File: config.mk
export PLATFORM = sky130hd
export DESIGN_NAME = dbg_support_top
export DESIGN_NICKNAME = d
export VERILOG_FILES = /design/src/logic/obi_pkg.sv /design/src/logic/trig_pkg.sv /design/src/logic/dbg_support_top.sv /design/src/logic/obi_resp_tracker.sv /design/src/logic/trig_cfg_regs.sv /design/src/logic/trig_match.sv
export VERILOG_INCLUDE_DIRS = /design/src /design/src/logic
export SDC_FILE = /design/constraint.sdc
export NUM_CORES = 2
export LEC_CHECK = 0
export ABC_AREA = 1
export BUFFER_PORTS_ARGS = -buffer_cell sky130_fd_sc_hd__buf_2
export CAP_MARGIN = 10
export CORE_ASPECT_RATIO = 1.4
export CORE_UTILIZATION = 40
export CTS_CLUSTER_SIZE = 20
export DETAILED_ROUTE_END_ITERATION = 16
export GPL_ROUTABILITY_DRIVEN = 0
export GPL_TIMING_DRIVEN = 0
export PLACE_DENSITY = 0.6
export SYNTH_ARGS = -nofsm -noshare
export SYNTH_HDL_FRONTEND = slang
export SYNTH_HIERARCHICAL = 1
export SYNTH_SLANG_ARGS = --single-unit
File: constraint.sdc
create_clock -name in_support_if -period 5.2 [get_ports in_support_if]
set_clock_uncertainty 0.15 [all_clocks]
set_input_delay 1.3 -clock in_support_if [delete_from_list [all_inputs] [get_ports in_support_if]]
set_output_delay 1.3 -clock in_support_if [all_outputs]
set_load 0.01 [all_outputs]
File: src/logic/dbg_support_macros.svh
`ifndef DBG_SUPPORT_MACROS_SVH
`define DBG_SUPPORT_MACROS_SVH

// trigger bank size
`define DBG_NUM_TRIGGERS        4
`define DBG_TRIG_IDX_W          2
// type field 15 means the trigger is disabled
`define DBG_TDATA1_DEFAULT      32'hF800_0000

// tdata1 field positions
`define DBG_TYPE_MSB            31
`define DBG_TYPE_LSB            28
`define DBG_TYPE_MCONTROL       2
`define DBG_TYPE_MCONTROL6      6
`define DBG_BIT_LOAD            0
`define DBG_BIT_STORE           1
`define DBG_BIT_EXECUTE         2
`define DBG_BIT_U_MODE          3
`define DBG_BIT_M_MODE          6
`define DBG_MATCH_MSB           10
`define DBG_MATCH_LSB           7
`define DBG_MATCH_EQ            0
`define DBG_MATCH_GE            2
`define DBG_MATCH_LT            3

// data bus attribute FIFO depth
`define DBG_OBI_MAX_OUTSTANDING 4

`endif

File: src/logic/obi_pkg.sv
`include "dbg_support_macros.svh"

package obi_pkg;

  typedef logic [31:0] obi_addr_t;

  // needs to hold the full depth, not just depth-1
  typedef logic [$clog2(`DBG_OBI_MAX_OUTSTANDING+1)-1:0] obi_cnt_t;

  // address phase tracking
  typedef enum logic {
    ADDR_IDLE,
    ADDR_WAIT_GNT
  } addr_ph_state_e;

endpackage : obi_pkg

File: src/logic/trig_pkg.sv
`include "dbg_support_macros.svh"

package trig_pkg;

  // one tdata1 or tdata2 register
  typedef logic [31:0] tdata_t;

  // trigger select as written through tselect
  typedef logic [`DBG_TRIG_IDX_W-1:0] trig_idx_t;

  // one flag per trigger, bit t belongs to trigger t
  typedef logic [`DBG_NUM_TRIGGERS-1:0] trig_vec_t;

  // privilege level of the retired instruction
  typedef logic [1:0] priv_t;

  // only U and M are supported, other levels never match
  localparam priv_t PRIV_U = 2'd0;
  localparam priv_t PRIV_M = 2'd3;

  // byte lanes touched by one data access
  typedef logic [3:0] byte_mask_t;

endpackage : trig_pkg

File: src/logic/dbg_support_top.sv
`include "dbg_support_macros.svh"

module dbg_support_top (
  input  logic                 in_support_if,
  input  logic                 rst_n_i,
  // trigger configuration
  input  logic                 cfg_we_i,
  input  trig_pkg::trig_idx_t  cfg_sel_i,
  input  trig_pkg::tdata_t     cfg_tdata1_i,
  input  trig_pkg::tdata_t     cfg_tdata2_i,
  input  trig_pkg::trig_idx_t  rd_sel_i,
  output trig_pkg::tdata_t     rd_tdata1_o,
  output trig_pkg::tdata_t     rd_tdata2_o,
  // retirement
  input  logic                 retire_valid_i,
  input  obi_pkg::obi_addr_t   retire_pc_i,
  input  trig_pkg::priv_t      retire_priv_i,
  input  obi_pkg::obi_addr_t   mem_addr_i,
  input  trig_pkg::byte_mask_t mem_rmask_i,
  input  trig_pkg::byte_mask_t mem_wmask_i,
  output logic                 match_valid_o,
  output trig_pkg::trig_vec_t  match_execute_o,
  output trig_pkg::trig_vec_t  match_load_o,
  output trig_pkg::trig_vec_t  match_store_o,
  // data bus
  input  logic                 bus_req_i,
  input  logic                 bus_gnt_i,
  input  logic                 bus_rvalid_i,
  input  logic                 bus_req_is_store_i,
  output logic                 resp_was_store_o,
  output obi_pkg::obi_cnt_t    outstanding_o,
  output logic                 addr_ph_cont_o
);

  trig_pkg::tdata_t [`DBG_NUM_TRIGGERS-1:0] tdata1_all;
  trig_pkg::tdata_t [`DBG_NUM_TRIGGERS-1:0] tdata2_all;

  trig_cfg_regs u_cfg_regs (
    .in_support_if (in_support_if),
    .rst_n_i       (rst_n_i),
    .cfg_we_i      (cfg_we_i),
    .cfg_sel_i     (cfg_sel_i),
    .cfg_tdata1_i  (cfg_tdata1_i),
    .cfg_tdata2_i  (cfg_tdata2_i),
    .rd_sel_i      (rd_sel_i),
    .rd_tdata1_o   (rd_tdata1_o),
    .rd_tdata2_o   (rd_tdata2_o),
    .tdata1_all_o  (tdata1_all),
    .tdata2_all_o  (tdata2_all)
  );

  trig_match u_match (
    .in_support_if   (in_support_if),
    .rst_n_i         (rst_n_i),
    .tdata1_all_i    (tdata1_all),
    .tdata2_all_i    (tdata2_all),
    .retire_valid_i  (retire_valid_i),
    .retire_pc_i     (retire_pc_i),
    .retire_priv_i   (retire_priv_i),
    .mem_addr_i      (mem_addr_i),
    .mem_rmask_i     (mem_rmask_i),
    .mem_wmask_i     (mem_wmask_i),
    .match_valid_o   (match_valid_o),
    .match_execute_o (match_execute_o),
    .match_load_o    (match_load_o),
    .match_store_o   (match_store_o)
  );

  obi_resp_tracker u_tracker (
    .in_support_if      (in_support_if),
    .rst_n_i            (rst_n_i),
    .bus_req_i          (bus_req_i),
    .bus_gnt_i          (bus_gnt_i),
    .bus_rvalid_i       (bus_rvalid_i),
    .bus_req_is_store_i (bus_req_is_store_i),
    .resp_was_store_o   (resp_was_store_o),
    .outstanding_o      (outstanding_o),
    .addr_ph_cont_o     (addr_ph_cont_o)
  );

endmodule : dbg_support_top

File: src/logic/obi_resp_tracker.sv
`include "dbg_support_macros.svh"

module obi_resp_tracker (
  input  logic              in_support_if,
  input  logic              rst_n_i,
  input  logic              bus_req_i,
  input  logic              bus_gnt_i,
  input  logic              bus_rvalid_i,
  input  logic              bus_req_is_store_i,
  output logic              resp_was_store_o,
  output obi_pkg::obi_cnt_t outstanding_o,
  output logic              addr_ph_cont_o
);

  localparam int DEPTH = `DBG_OBI_MAX_OUTSTANDING;
  localparam int PTR_W = (DEPTH > 1) ? $clog2(DEPTH) : 1;

  obi_pkg::addr_ph_state_e state_q;
  obi_pkg::addr_ph_state_e state_d;

  logic [DEPTH-1:0] attr_mem;
  logic [PTR_W-1:0] wr_ptr_q;
  logic [PTR_W-1:0] rd_ptr_q;
  logic             push;
  logic             pop;

  // --------------------
  // address phase FSM
  // --------------------

  // wait state means last cycle saw req without gnt
  always_comb begin
    state_d = state_q;
    case (state_q)
      obi_pkg::ADDR_IDLE:     if (bus_req_i && !bus_gnt_i) state_d = obi_pkg::ADDR_WAIT_GNT;
      obi_pkg::ADDR_WAIT_GNT: if (bus_gnt_i || !bus_req_i) state_d = obi_pkg::ADDR_IDLE;
      default:                state_d = obi_pkg::ADDR_IDLE;
    endcase
  end

  always_ff @(posedge in_support_if) begin
    if (!rst_n_i) begin
      state_q <= obi_pkg::ADDR_IDLE;
    end else begin
      state_q <= state_d;
    end
  end

  assign addr_ph_cont_o = bus_req_i && (state_q == obi_pkg::ADDR_WAIT_GNT);

  // --------------------
  // store attribute FIFO
  // --------------------

  assign push = bus_req_i && bus_gnt_i;
  assign pop  = bus_rvalid_i;

  always_ff @(posedge in_support_if) begin
    if (push) begin
      attr_mem[wr_ptr_q] <= bus_req_is_store_i;
    end
  end

  always_ff @(posedge in_support_if) begin
    if (!rst_n_i) begin
      wr_ptr_q      <= '0;
      rd_ptr_q      <= '0;
      outstanding_o <= '0;
    end else begin
      if (push) begin
        wr_ptr_q <= (int'(wr_ptr_q) == DEPTH-1) ? '0 : wr_ptr_q + 1'b1;
      end
      if (pop) begin
        rd_ptr_q <= (int'(rd_ptr_q) == DEPTH-1) ? '0 : rd_ptr_q + 1'b1;
      end
      // accept and response together keep the count
      case ({push, pop})
        2'b10:   outstanding_o <= outstanding_o + 1'b1;
        2'b01:   outstanding_o <= outstanding_o - 1'b1;
        default: outstanding_o <= outstanding_o;
      endcase
    end
  end

  // response always belongs to the oldest entry
  assign resp_was_store_o = attr_mem[rd_ptr_q];

endmodule : obi_resp_tracker

File: src/logic/trig_cfg_regs.sv
`include "dbg_support_macros.svh"

module trig_cfg_regs (
  input  logic                                         in_support_if,
  input  logic                                         rst_n_i,
  input  logic                                         cfg_we_i,
  input  trig_pkg::trig_idx_t                          cfg_sel_i,
  input  trig_pkg::tdata_t                             cfg_tdata1_i,
  input  trig_pkg::tdata_t                             cfg_tdata2_i,
  input  trig_pkg::trig_idx_t                          rd_sel_i,
  output trig_pkg::tdata_t                             rd_tdata1_o,
  output trig_pkg::tdata_t                             rd_tdata2_o,
  output trig_pkg::tdata_t [`DBG_NUM_TRIGGERS-1:0]     tdata1_all_o,
  output trig_pkg::tdata_t [`DBG_NUM_TRIGGERS-1:0]     tdata2_all_o
);

  // --------------------
  // register bank
  // --------------------

  // each trigger only reacts to its own select, so out of range writes
  // simply hit no register
  for (genvar t = 0; t < `DBG_NUM_TRIGGERS; t++) begin : g_bank
    always_ff @(posedge in_support_if) begin
      if (!rst_n_i) begin
        tdata1_all_o[t] <= `DBG_TDATA1_DEFAULT;
        tdata2_all_o[t] <= '0;
      end else if (cfg_we_i && (int'(cfg_sel_i) == t)) begin
        tdata1_all_o[t] <= cfg_tdata1_i;
        tdata2_all_o[t] <= cfg_tdata2_i;
      end
    end
  end

  // --------------------
  // read port
  // --------------------

  always_comb begin
    rd_tdata1_o = '0;
    rd_tdata2_o = '0;
    if (int'(rd_sel_i) < `DBG_NUM_TRIGGERS) begin
      rd_tdata1_o = tdata1_all_o[rd_sel_i];
      rd_tdata2_o = tdata2_all_o[rd_sel_i];
    end
  end

endmodule : trig_cfg_regs

File: src/logic/trig_match.sv
`include "dbg_support_macros.svh"

module trig_match (
  input  logic                                     in_support_if,
  input  logic                                     rst_n_i,
  input  trig_pkg::tdata_t [`DBG_NUM_TRIGGERS-1:0] tdata1_all_i,
  input  trig_pkg::tdata_t [`DBG_NUM_TRIGGERS-1:0] tdata2_all_i,
  input  logic                                     retire_valid_i,
  input  obi_pkg::obi_addr_t                       retire_pc_i,
  input  trig_pkg::priv_t                          retire_priv_i,
  input  obi_pkg::obi_addr_t                       mem_addr_i,
  input  trig_pkg::byte_mask_t                     mem_rmask_i,
  input  trig_pkg::byte_mask_t                     mem_wmask_i,
  output logic                                     match_valid_o,
  output trig_pkg::trig_vec_t                      match_execute_o,
  output trig_pkg::trig_vec_t                      match_load_o,
  output trig_pkg::trig_vec_t                      match_store_o
);

  localparam int MATCH_W = `DBG_MATCH_MSB - `DBG_MATCH_LSB + 1;
  localparam int LANES   = $bits(trig_pkg::byte_mask_t);

  trig_pkg::trig_vec_t eligible;
  trig_pkg::trig_vec_t exec_hit;
  trig_pkg::trig_vec_t load_raw;
  trig_pkg::trig_vec_t store_raw;
  trig_pkg::trig_vec_t load_hit;
  trig_pkg::trig_vec_t store_hit;

  // compare one address against tdata2, unknown modes never hit
  function automatic logic cmp_hit(input logic [MATCH_W-1:0] mode,
                                   input obi_pkg::obi_addr_t value,
                                   input trig_pkg::tdata_t   limit);
    logic hit;
    case (mode)
      `DBG_MATCH_EQ: hit = (value == limit);
      `DBG_MATCH_GE: hit = (value >= limit);
      `DBG_MATCH_LT: hit = (value <  limit);
      default:       hit = 1'b0;
    endcase
    return hit;
  endfunction

  // --------------------
  // per trigger compare
  // --------------------

  for (genvar t = 0; t < `DBG_NUM_TRIGGERS; t++) begin : g_trig
    trig_pkg::tdata_t                  tdata1;
    trig_pkg::tdata_t                  tdata2;
    logic [MATCH_W-1:0]                match_f;
    logic                              type_ok;
    logic                              mode_en;
    trig_pkg::byte_mask_t              lane_hit;

    assign tdata1  = tdata1_all_i[t];
    assign tdata2  = tdata2_all_i[t];
    assign match_f = tdata1[`DBG_MATCH_MSB:`DBG_MATCH_LSB];

    // only mcontrol and mcontrol6 are address triggers here
    assign type_ok = (tdata1[`DBG_TYPE_MSB:`DBG_TYPE_LSB] == `DBG_TYPE_MCONTROL) ||
                     (tdata1[`DBG_TYPE_MSB:`DBG_TYPE_LSB] == `DBG_TYPE_MCONTROL6);
    assign mode_en = ((retire_priv_i == trig_pkg::PRIV_M) && tdata1[`DBG_BIT_M_MODE]) ||
                     ((retire_priv_i == trig_pkg::PRIV_U) && tdata1[`DBG_BIT_U_MODE]);

    assign eligible[t] = retire_valid_i && type_ok && mode_en;

    // every byte of the access is a candidate address
    for (genvar k = 0; k < LANES; k++) begin : g_lane
      assign lane_hit[k] = cmp_hit(match_f, mem_addr_i + 32'(k), tdata2);
    end

    assign exec_hit[t]  = eligible[t] && tdata1[`DBG_BIT_EXECUTE] &&
                          cmp_hit(match_f, retire_pc_i, tdata2);
    assign load_raw[t]  = eligible[t] && tdata1[`DBG_BIT_LOAD] && |(mem_rmask_i & lane_hit);
    assign store_raw[t] = eligible[t] && tdata1[`DBG_BIT_STORE] && |(mem_wmask_i & lane_hit);
  end

  // an execute hit on any trigger takes priority over all data hits
  assign load_hit  = (|exec_hit) ? '0 : load_raw;
  assign store_hit = (|exec_hit) ? '0 : store_raw;

  // --------------------
  // result stage
  // --------------------

  always_ff @(posedge in_support_if) begin
    if (!rst_n_i) begin
      match_valid_o   <= 1'b0;
      match_execute_o <= '0;
      match_load_o    <= '0;
      match_store_o   <= '0;
    end else begin
      match_valid_o   <= retire_valid_i;
      match_execute_o <= exec_hit;
      match_load_o    <= load_hit;
      match_store_o   <= store_hit;
    end
  end

endmodule : trig_match

==> results.sh <==
export IMPL_status="complete, no violations"
export IMPL_required_ns=5.51
export IMPL_fin_crit_sh=0.979
export IMPL_ios=232
export IMPL_p_leak_nw=17.8
export IMPL_antenna_found_initial=18
export IMPL_drt_initial_drc_count=2557
export IMPL_clockBufferDepth=3
export IMPL_fp_dieH_um=332
export IMPL_min_path_type="reg -> reg"
export IMPL_final_cell_mix="nand2_1, nor2_1, ha_1"
export IMPL_worst_setup_path_type="in -> reg"
export IMPL_row_count=120
export IMPL_core_mm2=0.0767
export IMPL_worst_ep_arrival_time_ns=5.40
export IMPL_dieArea_mm2=0.0788
export IMPL_grt_util_all_layers=0.316
export IMPL_synth_compound_area_frac=0.123
export IMPL_path_buf_inv=4
export IMPL_p_per_area_mw_per_mm2=195
export IMPL_hold_viol_final=0
export IMPL_cts_tree="yes"
export IMPL_worst_setup_path_end_kind="flop"
export IMPL_yosys_area_share_adder=0.259
export IMPL_synth_seq_cells=281
export IMPL_utilization=0.453
export IMPL_tightest_slew_ns=1.23
export IMPL_clk_latency_ns=0.57
export IMPL_fmax_ghz=0.196
export IMPL_cp_common_cell="nand2_1"
export IMPL_drv_slew=0
export IMPL_grt_max_degree=16
export IMPL_slowest_delay_ns=0.35
export IMPL_ctsRootBufferMaster="clkbuf_16"
export IMPL_ir_worst_vdd_mv=0.251
export IMPL_avgSynthCellArea_um2=6.41
export IMPL_dr_pass1_iters=6
export IMPL_hpwl_um=106000
export IMPL_setup_viol=0
export IMPL_start_util=0.405
export IMPL_drt_total_wl_um=128000
export IMPL_synth_top_family_by_area="simple AND/OR/NAND/NOR gates"
export IMPL_netlist_area_mm2=0.0311
export IMPL_final_cell_count_no_fill=6172
export IMPL_postRouteAntennaNets=0
export IMPL_grt_pass1_vias=30341
export IMPL_clk_pin_slew_ns=0.07
export IMPL_gr_total_overflow=0
export IMPL_die_w_um=238
export IMPL_final_common_cell="nand2_1"
export IMPL_num_vias=32493
export IMPL_relSlewSlack=0.171
export IMPL_start_kind="input pin"
export IMPL_path_cells="buf_4, clkbuf_8, clkinv_4, ha_1, nor2_2, nand2_2, nor2_4, inv_1, nor3_4, nand2_1, xor2_2, ha_1, nand2_1, nor2_1, nand2_1, nor4_4, nand2_1, nand3_1, nand2_1, nand3_1, nand2_1, nand2_1, o21ai_1, nor2_1"
export IMPL_pre_cts_slack_ns=-2.19
export IMPL_synth_simple_area_share=0.314
export IMPL_synth_cell_types=47
export IMPL_drcViolationCount=0
export IMPL_cts_max_level=1
export IMPL_grt_pass1_wl_um=186000
export IMPL_ys_warn_count=6
export IMPL_port_buffers=227
export IMPL_syn_inst=4851
export IMPL_cts_num_sinks=281
export IMPL_fillCellCount=8256
export IMPL_synth_nets=5644
export IMPL_dp_cells=6116
export IMPL_viasPerCell=5.26
export IMPL_critPathTopFamily="simple AND/OR/NAND/NOR gates"
export IMPL_setup_slack_ns=0.109
export IMPL_cts_buffers=26
export IMPL_fin_crit_ns=5.09
export IMPL_wl_per_cell_um=20.7
export IMPL_cp_slowest_cell="ha_1"
export IMPL_drv_cap=0
export IMPL_finalNetCount=5907
export IMPL_synthXorXnorAreaFrac=0.0228
export IMPL_seq_area_frac_synth=0.182
export IMPL_drive_gt1_frac=0.0904
export IMPL_muxShareOfSynthArea=0
export IMPL_timing_setup_tns_ns=0
export IMPL_area_growth_pct=11.8
export IMPL_path_max_fanout=12
-- state kept, by name (all words and copies together) (netlist names) --
register                 cells
u_cfg_regs/tdata1_all_o    128
u_cfg_regs/tdata2_all_o    128
u_match/match_execute_o      4
u_match/match_load_o         4
u_match/match_store_o        4
u_match/match_valid_o        1
u_tracker/attr_mem           4
u_tracker/outstanding_o      3
u_tracker/rd_ptr_q           2
u_tracker/state_q            1
u_tracker/wr_ptr_q           2
-- tightest hold or removal path: cells and delay by family (launching register included) --
kind             cells  cell delay (ns)
flip-flops           1             0.33
AND/OR/NAND/NOR      2             0.10
-- logic make-up (layout without fill, tap and decap cells) --
group,Yosys count,count (layout)
AO/OA/AOI/OAI,663,663
XOR/XNOR,81,81
adder cells (fa/ha/maj),643,643
buffers and inverters,754,1034
flip-flops,281,281
other,0,4
AND/OR/NAND/NOR,2429,2429
-- per-layer routing --
layer	wire length, um	global-route usage	vias to the layer above
met5	195	0	-
met4	11000	0.235	28
met3	8240	0.0468	370
met2	58900	0.534	1128
met1	49400	0.359	14753
li1	-	-	16214
-- per-stage QoR --
step	cell area [um2]	power, W	hold slack [ns]
final	34700	0.00679	0.309
after detailed placement	33500	0.00481	0.293
after floorplan	31100	0.00396	0.279
after global placement	33500	0.00476	0.289
after CTS	34500	0.00676	0.311
after global routing	34700	0.00721	0.337
-- final cells by class --
class | instances | area, um2 | area share
Multi-Input combinational cell | 3816 | 22700 | 0.653
Sequential cell | 281 | 5670 | 0.163
Inverter | 606 | 2290 | 0.0659
Tap cell | 1037 | 1300 | 0.0374
Timing Repair Buffer | 235 | 1210 | 0.0347
Buffer | 148 | 785 | 0.0226
Clock buffer | 36 | 739 | 0.0213
Clock inverter | 9 | 72.6 | 0.00209
Antenna cell | 4 | 10.0 | 0.000288
-- cells in the mapped netlist, drive strengths merged --
| cell | n | area share |
|---|---|---|
| inv | 605 | 0.073 |
| o21ai | 92 | 0.015 |
| nand4 | 52 | 0.010 |
| nand3b | 1 | 0.00024 |
| nand3 | 178 | 0.029 |
| fa | 1 | 0.00064 |
| xnor2 | 6 | 0.0017 |
| nand2 | 1441 | 0.17 |
| buf | 106 | 0.020 |
| dfxtp | 277 | 0.18 |
| o21a | 44 | 0.011 |
| clkinv | 1 | 0.00012 |
| nor2b | 2 | 0.00040 |
| a2111oi | 1 | 0.00048 |
| nor3b | 5 | 0.0014 |
| ha | 642 | 0.26 |
| xor2 | 75 | 0.021 |
| o21bai | 8 | 0.0019 |
| edfxtp | 4 | 0.0039 |
| o211a | 2 | 0.00064 |
| o211ai | 129 | 0.031 |
| a21boi | 1 | 0.00036 |
| nor3 | 28 | 0.0058 |
| nor4 | 18 | 0.0051 |
| and3 | 1 | 0.00020 |
| nor2 | 702 | 0.086 |
| a21o | 10 | 0.0024 |
| a21oi | 376 | 0.061 |
| clkbuf | 42 | 0.0051 |
| or2 | 1 | 0.00020 |
-- where the power goes --
| part | total, W | switching, W | internal [W] | leakage, nW |
|---|---|---|---|---|
| sequential | 0.00235 | 0.0000784 | 0.00227 | 2.30 |
| combinational | 0.00251 | 0.00166 | 0.000848 | 15.1 |
| clock | 0.00193 | 0.000893 | 0.00104 | 0.403 |
| total | 0.00679 | 0.00263 | 0.00416 | 17.8 |
-- repair_timing --
item,in CTS,in global routing
pin swaps,1,2
setup endpoints to repair,8,8
resized for setup,31,35
hold buffers,0,0
buffers inserted,2,4
-- final timing paths --
check                               from                          end  slack, ns  depth (start not counted)
max                        mem_addr_i[0]      u_match/match_load_o[0]       0.11                         24
min          u_cfg_regs/tdata1_all_o[62]  u_cfg_regs/tdata1_all_o[62]       0.31                          2
max reg2reg  u_cfg_regs/tdata2_all_o[79]      u_match/match_load_o[0]       1.80                         11
min reg2reg  u_cfg_regs/tdata1_all_o[62]  u_cfg_regs/tdata1_all_o[62]       0.31                          2
Note: power is estimated with default switching activity, not from simulation.
